==> src/hdl/rob_pkg.sv <==
package rob_pkg;

  // ############################################################
  // widths and sizes.
  // ############################################################

  localparam int DATA_W      = 32;
  localparam int NUM_REGS    = 16;
  localparam int ROB_ENTRIES = 8;
  localparam int REG_ID_W    = $clog2(NUM_REGS);
  localparam int ROB_IDX_W   = $clog2(ROB_ENTRIES);
  localparam int OP_W        = 3;
  localparam int LAT_W       = 3;

  typedef logic [DATA_W-1:0]    data_t;
  typedef logic [REG_ID_W-1:0]  reg_id_t;
  typedef logic [ROB_IDX_W-1:0] rob_idx_t;
  typedef logic [OP_W-1:0]      op_t;
  typedef logic [LAT_W-1:0]     lat_t;

  // ############################################################
  // opcodes and their execution latencies.
  // ############################################################

  localparam op_t OP_ADD = 3'd0;
  localparam op_t OP_XOR = 3'd1;
  localparam op_t OP_SHL = 3'd2;
  localparam op_t OP_MUL = 3'd3;

  // cycles from dispatch until the slot may complete.
  localparam lat_t LAT_ADD = 3'd1;
  localparam lat_t LAT_XOR = 3'd1;
  localparam lat_t LAT_SHL = 3'd2;
  localparam lat_t LAT_MUL = 3'd4;

endpackage : rob_pkg

==> src/hdl/rob_if.sv <==
interface complete_if;
  logic              valid;
  rob_pkg::rob_idx_t idx;
  rob_pkg::data_t    data;
  logic              excp;

  modport exec (output valid, idx, data, excp);
  modport rob  (input  valid, idx, data, excp);
endinterface : complete_if

interface commit_if;
  logic             valid;
  logic             wb;
  rob_pkg::reg_id_t reg_id;
  rob_pkg::data_t   data;
  logic             excp;

  modport rob     (output valid, wb, reg_id, data, excp);
  // the register file never looks at the exception flag, wb already covers it.
  modport regfile (input  valid, wb, reg_id, data);
endinterface : commit_if

==> src/hdl/arch_regfile.sv <==
module arch_regfile (
  input  logic             clk_i,
  input  logic             rst_i,
  commit_if.regfile        cmt,
  input  rob_pkg::reg_id_t rd_addr_i,
  output rob_pkg::data_t   rd_data_o
);

  rob_pkg::data_t regs_q [rob_pkg::NUM_REGS];

  // excepting commits arrive with wb low and leave the register untouched.
  always_ff @(posedge clk_i) begin
    if (!rst_i) begin
      for (int i = 0; i < rob_pkg::NUM_REGS; i++) begin
        regs_q[i] <= '0;
      end
    end else if (cmt.valid && cmt.wb) begin
      regs_q[cmt.reg_id] <= cmt.data;
    end
  end

  assign rd_data_o = regs_q[rd_addr_i];

endmodule : arch_regfile

==> src/hdl/exec_unit.sv <==
module exec_unit (
  input  logic              clk_i,
  input  logic              rst_i,
  input  logic              dispatch_valid_i,
  input  rob_pkg::rob_idx_t dispatch_idx_i,
  input  rob_pkg::op_t      op_i,
  input  rob_pkg::data_t    opa_i,
  input  rob_pkg::data_t    opb_i,
  complete_if.exec          cpl
);

  logic [rob_pkg::ROB_ENTRIES-1:0] busy_q;
  logic [rob_pkg::ROB_ENTRIES-1:0] busy_d;
  logic [rob_pkg::ROB_ENTRIES-1:0] excp_q;
  rob_pkg::lat_t  cnt_q [rob_pkg::ROB_ENTRIES];
  rob_pkg::data_t res_q [rob_pkg::ROB_ENTRIES];

  rob_pkg::data_t    res_sel;
  rob_pkg::lat_t     lat_sel;
  logic              excp_sel;
  logic              grant_valid;
  rob_pkg::rob_idx_t grant_idx;

  // ############################################################
  // result and latency are settled at dispatch.
  // ############################################################

  always_comb begin
    res_sel  = '0;
    lat_sel  = rob_pkg::lat_t'(1);
    excp_sel = 1'b0;
    case (op_i)
      rob_pkg::OP_ADD: begin
        res_sel = opa_i + opb_i;
        lat_sel = rob_pkg::LAT_ADD;
      end
      rob_pkg::OP_XOR: begin
        res_sel = opa_i ^ opb_i;
        lat_sel = rob_pkg::LAT_XOR;
      end
      rob_pkg::OP_SHL: begin
        res_sel = opa_i << opb_i[4:0];
        lat_sel = rob_pkg::LAT_SHL;
      end
      rob_pkg::OP_MUL: begin
        // only the low word of the product is kept.
        res_sel = opa_i * opb_i;
        lat_sel = rob_pkg::LAT_MUL;
      end
      default: begin
        excp_sel = 1'b1;
      end
    endcase
  end

  // lowest ready slot wins the completion bus.
  always_comb begin
    grant_valid = 1'b0;
    grant_idx   = '0;
    for (int i = rob_pkg::ROB_ENTRIES - 1; i >= 0; i--) begin
      if (busy_q[i] && (cnt_q[i] == '0)) begin
        grant_valid = 1'b1;
        grant_idx   = rob_pkg::rob_idx_t'(i);
      end
    end
  end

  assign cpl.valid = grant_valid;
  assign cpl.idx   = grant_idx;
  assign cpl.data  = res_q[grant_idx];
  assign cpl.excp  = grant_valid & excp_q[grant_idx];

  always_comb begin
    busy_d = busy_q;
    if (grant_valid) begin
      busy_d[grant_idx] = 1'b0;
    end
    if (dispatch_valid_i) begin
      busy_d[dispatch_idx_i] = 1'b1;
    end
  end

  always_ff @(posedge clk_i) begin
    if (!rst_i) begin
      busy_q <= '0;
    end else begin
      busy_q <= busy_d;
    end
  end

  // the countdown is loaded with L-1 so that a slot is ready L cycles after dispatch.
  always_ff @(posedge clk_i) begin
    for (int i = 0; i < rob_pkg::ROB_ENTRIES; i++) begin
      if (cnt_q[i] != '0) begin
        cnt_q[i] <= cnt_q[i] - rob_pkg::lat_t'(1);
      end
    end
    if (dispatch_valid_i) begin
      cnt_q[dispatch_idx_i]  <= lat_sel - rob_pkg::lat_t'(1);
      res_q[dispatch_idx_i]  <= res_sel;
      excp_q[dispatch_idx_i] <= excp_sel;
    end
  end

endmodule : exec_unit

==> src/hdl/ooo_core_top.sv <==
module ooo_core_top (
  input  logic             clk_i,
  input  logic             rst_i,
  input  logic             dispatch_valid_i,
  input  rob_pkg::op_t     dispatch_op_i,
  input  rob_pkg::reg_id_t dispatch_reg_i,
  input  rob_pkg::data_t   dispatch_opa_i,
  input  rob_pkg::data_t   dispatch_opb_i,
  output logic             full_o,
  output logic             commit_valid_o,
  output rob_pkg::reg_id_t commit_reg_o,
  output rob_pkg::data_t   commit_data_o,
  output logic             commit_excp_o,
  input  rob_pkg::reg_id_t rd_addr_i,
  output rob_pkg::data_t   rd_data_o
);

  rob_pkg::rob_idx_t alloc_idx;

  complete_if cpl_bus ();
  commit_if   cmt_bus ();

  reorder_buffer i_reorder_buffer (
    .clk_i            (clk_i),
    .rst_i            (rst_i),
    .dispatch_valid_i (dispatch_valid_i),
    .dispatch_reg_i   (dispatch_reg_i),
    .alloc_idx_o      (alloc_idx),
    .full_o           (full_o),
    .cpl              (cpl_bus),
    .cmt              (cmt_bus)
  );

  // the execution slot shares its index with the buffer entry.
  exec_unit i_exec_unit (
    .clk_i            (clk_i),
    .rst_i            (rst_i),
    .dispatch_valid_i (dispatch_valid_i),
    .dispatch_idx_i   (alloc_idx),
    .op_i             (dispatch_op_i),
    .opa_i            (dispatch_opa_i),
    .opb_i            (dispatch_opb_i),
    .cpl              (cpl_bus)
  );

  arch_regfile i_arch_regfile (
    .clk_i     (clk_i),
    .rst_i     (rst_i),
    .cmt       (cmt_bus),
    .rd_addr_i (rd_addr_i),
    .rd_data_o (rd_data_o)
  );

  assign commit_valid_o = cmt_bus.valid;
  assign commit_reg_o   = cmt_bus.reg_id;
  assign commit_data_o  = cmt_bus.data;
  assign commit_excp_o  = cmt_bus.excp;

endmodule : ooo_core_top

==> src/hdl/reorder_buffer.sv <==
module reorder_buffer (
  input  logic              clk_i,
  input  logic              rst_i,
  input  logic              dispatch_valid_i,
  input  rob_pkg::reg_id_t  dispatch_reg_i,
  output rob_pkg::rob_idx_t alloc_idx_o,
  output logic              full_o,
  complete_if.rob           cpl,
  commit_if.rob             cmt
);

  // per-entry payload.
  rob_pkg::reg_id_t dest_q [rob_pkg::ROB_ENTRIES];
  rob_pkg::data_t   data_q [rob_pkg::ROB_ENTRIES];
  logic [rob_pkg::ROB_ENTRIES-1:0] excp_q;

  // per-entry control.
  logic [rob_pkg::ROB_ENTRIES-1:0] done_q;
  logic [rob_pkg::ROB_ENTRIES-1:0] done_d;

  rob_pkg::rob_idx_t head_q;
  rob_pkg::rob_idx_t tail_q;
  rob_pkg::rob_idx_t head_nxt;
  rob_pkg::rob_idx_t tail_nxt;
  logic              head_done;

  // ############################################################
  // pointers and allocation.
  // ############################################################

  // the entry count is a power of two, so the pointers wrap on their own.
  assign head_nxt  = head_q + rob_pkg::rob_idx_t'(1);
  assign tail_nxt  = tail_q + rob_pkg::rob_idx_t'(1);
  assign head_done = done_q[head_q];

  assign alloc_idx_o = tail_q;

  // one slot stays empty so that full and empty can be told apart.
  assign full_o = (tail_nxt == head_q);

  // ############################################################
  // commit from the head entry.
  // ############################################################

  always_comb begin
    cmt.valid  = head_done;
    cmt.excp   = head_done & excp_q[head_q];
    cmt.wb     = head_done & ~excp_q[head_q];
    cmt.reg_id = dest_q[head_q];
    cmt.data   = data_q[head_q];
  end

  // finished flags for the next cycle.
  always_comb begin
    done_d = done_q;
    if (dispatch_valid_i) begin
      done_d[tail_q] = 1'b0;
    end
    if (cpl.valid) begin
      done_d[cpl.idx] = 1'b1;
    end
    if (head_done) begin
      done_d[head_q] = 1'b0;
    end
  end

  always_ff @(posedge clk_i) begin
    if (!rst_i) begin
      head_q <= '0;
      tail_q <= '0;
      done_q <= '0;
    end else begin
      done_q <= done_d;
      if (dispatch_valid_i) begin
        tail_q <= tail_nxt;
      end
      if (head_done) begin
        head_q <= head_nxt;
      end
    end
  end

  always_ff @(posedge clk_i) begin
    if (dispatch_valid_i) begin
      dest_q[tail_q] <= dispatch_reg_i;
    end
    if (cpl.valid) begin
      data_q[cpl.idx] <= cpl.data;
      excp_q[cpl.idx] <= cpl.excp;
    end
  end

endmodule : reorder_buffer

==> config.mk <==
export PLATFORM = sky130hd
export DESIGN_NAME = ooo_core_top
export DESIGN_NICKNAME = d
export VERILOG_FILES = /design/src/hdl/rob_pkg.sv /design/src/hdl/rob_if.sv /design/src/hdl/arch_regfile.sv /design/src/hdl/exec_unit.sv /design/src/hdl/ooo_core_top.sv /design/src/hdl/reorder_buffer.sv
export SDC_FILE = /design/constraint.sdc
export NUM_CORES = 2
export LEC_CHECK = 0
export ABC_AREA = 1
export BUFFER_PORTS_ARGS = -buffer_cell sky130_fd_sc_hd__buf_2
export CAP_MARGIN = 20
export CELL_PAD_IN_SITES_DETAIL_PLACEMENT = 1
export CELL_PAD_IN_SITES_GLOBAL_PLACEMENT = 2
export CORE_MARGIN = 5
export CORE_UTILIZATION = 44
export DETAILED_ROUTE_END_ITERATION = 7
export GPL_ROUTABILITY_DRIVEN = 0
export PLACE_DENSITY = 0.95
export SLEW_MARGIN = 40
export SYNTH_ARGS = -nofsm -noshare
export SYNTH_HDL_FRONTEND = slang
export SYNTH_HIERARCHICAL = 1
export SYNTH_SLANG_ARGS = --single-unit
==> constraint.sdc <==
create_clock -name clk_i -period 21.1 [get_ports clk_i]
set_input_delay 1.055 -clock clk_i [delete_from_list [all_inputs] [get_ports clk_i]]
set_output_delay 1.055 -clock clk_i [all_outputs]
set_load 0.1 [all_outputs]
**Word level (Yosys, flattened, before mapping)**

Memories as Yosys holds them, arrays and structs flattened. A register that Yosys moved wholly into a read port is not among the register bits.
Index checks and enable logic that the tools add are counted.

- Flip-flop bits (word level): 38
- RAM bits: 1,080
- Input bits: 78
- Output and inout bits: 71
- Memories: 5

Memory list:

| memory | depth | bits a word | rd ports | clocked after Yosys merged registers in | write ports | RTL line | source |
|---|---|---|---|---|---|---|---|
| i_arch_regfile.regs_q | 16 | 32 | 1 | 0 | 16 | arch_regfile.sv:9 | `rob_pkg::data_t regs_q [rob_pkg::NUM_REGS];` |
| i_exec_unit.res_q | 8 | 32 | 1 | 0 | 1 | exec_unit.sv:16 | `rob_pkg::data_t res_q [rob_pkg::ROB_ENTRIES];` |
| i_reorder_buffer.data_q | 8 | 32 | 1 | 1 | 1 | reorder_buffer.sv:14 | `rob_pkg::data_t data_q [rob_pkg::ROB_ENTRIES];` |
| i_reorder_buffer.dest_q | 8 | 4 | 1 | 1 | 1 | reorder_buffer.sv:13 | `rob_pkg::reg_id_t dest_q [rob_pkg::ROB_ENTRIES];` |
| i_exec_unit.cnt_q | 8 | 3 | 8 | 0 | 9 | exec_unit.sv:15 | `rob_pkg::lat_t cnt_q [rob_pkg::ROB_ENTRIES];` |

- Add/subtract/negate cells: 12
- Multiply operators: 1
- Magnitude comparators: 6
- Equal/unequal tests: 4
- Shift-type cells: 1
- Mux-type cells: 69
- Bitwise logic cells: 13
- Reduce and logical (&&, ||, !) cells: 31

Operators by type and width:

| operator | count |
|---|---|
| $pmux W32 S4 | 1 |
| $mux W1 | 40 |
| $mux W8 | 5 |
| $mux W3 | 12 |
| $add A32 B32 Y32 | 1 |
| $mul A32 B32 Y32 | 1 |
| $mux W32 | 1 |
| $reduce_or A32 Y1 | 1 |
| $shl A32 B5 Y32 | 1 |
| $xor A32 B32 Y32 | 1 |
| $logic_not A3 Y1 | 9 |
| $sub A3 B1 Y3 const B | 9 |
| $and A8 B8 Y8 | 3 |
| $not A8 Y8 | 3 |
| $reduce_bool A3 Y1 | 8 |
| $bwmux W8 | 2 |
| $or A8 B8 Y8 | 2 |
| $logic_and A1 B1 Y1 | 12 |
| $lt A3 B4 Y1 const B | 3 |
| $bmux W1 S3 | 3 |
| $demux W1 S3 | 3 |
| $ge A3 B1 Y1 const B | 3 |
| $add A3 B1 Y3 const B | 2 |
| $eq A3 B2 Y1 const B | 2 |
| 7 further kinds | 9 |

**Longest topological paths before layout**

- Depth in word-level cells: 19
- Mapped depth: 32
- Depth with buffers taken out: 30

**Modules after synthesis**

The synthesis kept the hierarchy.

Modules (own cells, without submodules):

| module | times used | cells an instance | area an instance (µm²) |
|---|---|---|---|
| exec_unit | 1 | 3,884 | 32,512.4 |
| arch_regfile | 1 | 2,733 | 24,310.8 |
| reorder_buffer | 1 | 1,066 | 12,549.5 |

**Worst setup path after synthesis**

No wires, ideal clock.

- Path kind: input -> register
- Start: input dispatch_opb_i[2]
- End: memory i_exec_unit/res_q[0][30] (netlist name) (data pin)
- Library setup time: 0.233 ns
- Data arrival time: 7.664 ns
- Data required time: 20.867 ns
- Path slack: 13.203 ns
- Cell stages on the path: 26
- Cells stage by stage: buf_4 clkbuf_1 buf_1 buf_1 nand2_1 fa_1 inv_1 fa_1 inv_1 fa_1 inv_1 fa_1 fa_1 inv_1 fa_1 inv_1 fa_1 fa_1 ha_1 inv_1 nor3_1 nand2_1 o211a_1 nand3_1 nand2_1 o211ai_1

- Word-level cells in the longest chain between the ends: 2
- Elaborated cells between the ends (all ways): 4
- Classes of those cells: add/sub (1); mul (1); shift (1); mux (1)

RTL lines:

| element | RTL line | source |
|---|---|---|
| from (decl) | ooo_core_top.sv:8 | `input rob_pkg::data_t dispatch_opb_i,` |
| $mul A32 B32 Y32, or another cell as far along | exec_unit.sv:47 | `res_sel = opa_i * opb_i;` |
| $pmux W32 S4 * | exec_unit.sv:32 | `case (op_i)` |
| via i_exec_unit.res_sel[30] | exec_unit.sv:18 | `rob_pkg::data_t res_sel;` |
| to (decl) | exec_unit.sv:16 |  |

The timed path passes the listed nets; every way through them passes the cells marked *.

**Final worst setup path**

- Start: input dispatch_opb_i[2]
- End: memory i_exec_unit/res_q[6][31] (netlist name) (data pin)

The elaborated chain is that of the path after synthesis.

==> metrics <==
CTS tree yes; clk_skew 0.0269 ns; Slew HR 0.423; # nets final 8,260; RSZ-0062 raised after global routing false; share of total power in the clock network 0.155; Yosys top cell area share 0.474; total negative slack 0 ns; Initial Util 0.443; synth unique cells 71; # hold bufs at CTS 0; max cap viols 0; htree depth 3; Max Fclk 0.122 GHz; first-pass GRT wire length 354,000 um; Synth area leader edfxtp_1; CP Data Arrival Time 8.49 ns; synth top area cells edfxtp_1, fa_1, nand2_1, inv_1, nor2_1; fill count 18,000; switching power 6.10 mW; Worst Max-Slew Pin Slew 0.865 ns; Clock transition at path regs 0.06 ns; area of the multi-input gates 29,400 um2; final setup vio count 0; Setup Buffers After CTS 0; number of synthesized flops with an enable pin 1,096; minimum clock period 8.20 ns; hold slack 0.490 ns; die height 407 um; switch share 0.486; Ports 149; 1st-pass router iterations 6; synthesized area 69,400 um2; clock sinks 1,121; Vias 54,600; outcome completed; CP Max Fanout 42; I/O Buffers 148; Syn-to-layout area delta 8.67%; Synth top cells by count nand2_1, inv_1, edfxtp_1; Flop pwr share 0.234; peak supply drop 0.350 mV; post-synthesis area per instance 9.03 um2; clk buf depth 3; vias in the first global route 58,300; Die X 407 um; row count 145; Slew Viols, Final 0; initial antenna violation count 6; required time of the critical path 21.39 ns; register area share after synthesis 0.482; worst-skew pair later-pin latency 0.71 ns; clk root buf clkbuf_16; count leader, synth nand2_1; Final Hold Fails 0; largest net degree at the start of global routing 124; number of CTS-inserted buffers 105; Post-synth top flop edfxtp_1; HPWL after DPL 155,000 um; Post-Syn Nets 8,343; die footprint 166,000 um2; share of post-route cells with drive strength above 1 0.0743; ys async rst share 0; GRT Overall Usage 0.284; Syn Inst Count 7,683; Hold WC Path Type reg2reg; Final Cycle Share 0.389; Int Power 6.45 mW; vias per cell 5.60; combinational share of power 0.611; pwr dens 166 nW/um2; Detail Route Antenna Nets 0; register bit total from synthesis 1,121; crit path launch type input port; core area 157,000 um2; FF+latch area 33,400 um2; total power 12.6 mW; Routed Wire Length 237,000 um; Crit Path Category in2reg; Iter 0 DRT Violations 4,623; post-cts resize count 0; Worst setup EP type register; DR WL/cell 24.3 um; drc violations 0; Leak 34.2 nW; grt total ovfl 0; Ys Warns 6
==> state kept, by name (all words and copies together), names as in the netlist, named ones only <==
name	cells
i_exec_unit/excp_q	8
i_reorder_buffer/dest_q	32
i_reorder_buffer/alloc_idx_o	3
i_exec_unit/res_q	256
i_reorder_buffer/done_q	8
i_exec_unit/cnt_q	24
i_arch_regfile/regs_q	512
i_reorder_buffer/data_q	256
i_reorder_buffer/head_q	3
i_exec_unit/busy_q	8
i_reorder_buffer/excp_q	8
==> metrics by stage <==
step | utilization | setup WS, ns | std cells | instance area [um2]
after CTS | 0.480 | 13.09 | 9746 | 75200
after global placement | 0.457 | 12.40 | 9547 | 71500
after detailed placement | 0.458 | 12.34 | 9549 | 71700
final | 0.482 | 12.90 | 9755 | 75400
after floorplan | - | 13.20 | 7683 | 69400
after global routing | 0.481 | 12.65 | 9750 | 75400
==> cell type report <==
type,instances,share of cell area
antenna,7,0.000232
clock buffer,134,0.0375
clock inverter,63,0.00918
inverter,1326,0.0663
multi-input combinational,4811,0.390
sequential,1121,0.443
tap,2058,0.0342
timing repair buffer,235,0.0195
==> worst max-delay path, cell delays in order <==
cell and delay (ns):
buf_2 0.39, buf_4 0.55, nand2_1 0.10, inv_1 0.10, fa_1 0.39, inv_1 0.08, fa_1 0.42, fa_1 0.47
fa_1 0.55, inv_1 0.06, fa_1 0.49, inv_1 0.06, fa_1 0.53, inv_1 0.05, fa_1 0.50, fa_1 0.43
ha_1 0.35, a21oi_1 0.30, o21ai_0 0.21, a21oi_1 0.21, o211ai_1 0.13, nor2_1 0.31, nand3_1 0.15, nand3_1 0.15
nand3_1 0.40
==> power by group through the flow <==
stage / clock network, mW / logic [mW] / registers (mW)
after global placement: 0 / 7.25 / 2.97
after global routing: 2.07 / 8.41 / 2.95
after detailed placement: 0 / 7.51 / 2.98
after floorplan: 0 / 5.06 / 2.95
after CTS: 1.97 / 7.57 / 2.94
final: 1.95 / 7.67 / 2.94
==> path summary, 6_finish.rpt <==
kind | startpoint | cells after the start | slack (ns) | end
worst max register to register | register | 10 | 16.18 | i_arch_regfile/regs_q[14][18]
worst min register to register | i_exec_unit/busy_q[4] | 2 | 0.49 | i_exec_unit/busy_q[4]
worst max-delay path | dispatch_opb_i[2] | 25 | 12.90 | i_exec_unit/res_q[6][31]
worst min-delay path | i_exec_unit/busy_q[4] | 2 | 0.49 | i_exec_unit/busy_q[4]
==> logic make-up (layout without fill, tap and decap cells) <==
family	after synthesis	in the layout	share of synthesized area
DFF	1121	1121	0.482
AOI/OAI and AO/OA	800	800	0.0653
buffers and inverters	1751	1758	0.101
other	0	7	0
xor gates and xnor gates	25	25	0.00316
muxes	5	5	0.000721
and+or+nand+nor	3399	3399	0.199
adders and majority gates	582	582	0.149
==> layer usage <==
layer,up-vias,share of wire,track usage
met1,27800,0.39,0.347
met5,-,0,0
met2,2068,0.49,0.488
li1,24100,-,-
met3,588,0.061,0.0316
met4,0,0.063,0.163
==> cell usage in the layout, fill, tap and decap left out, drive strengths merged, types with 13 or more instances in the layout <==
cell type and n:
clkinv 49, inv 1321, clkbuf 135, a21oi 135
o21ai 499, dfxtp 25, fa 409, ha 173
nand3 514, nand4 13, edfxtp 1096, o22ai 16
bufinv 13, o2111ai 38, nand2 1764, buf 234
xnor2 16, nor3 26, nor2 1058, o21a 33
(Power assumes the default switching activity.)
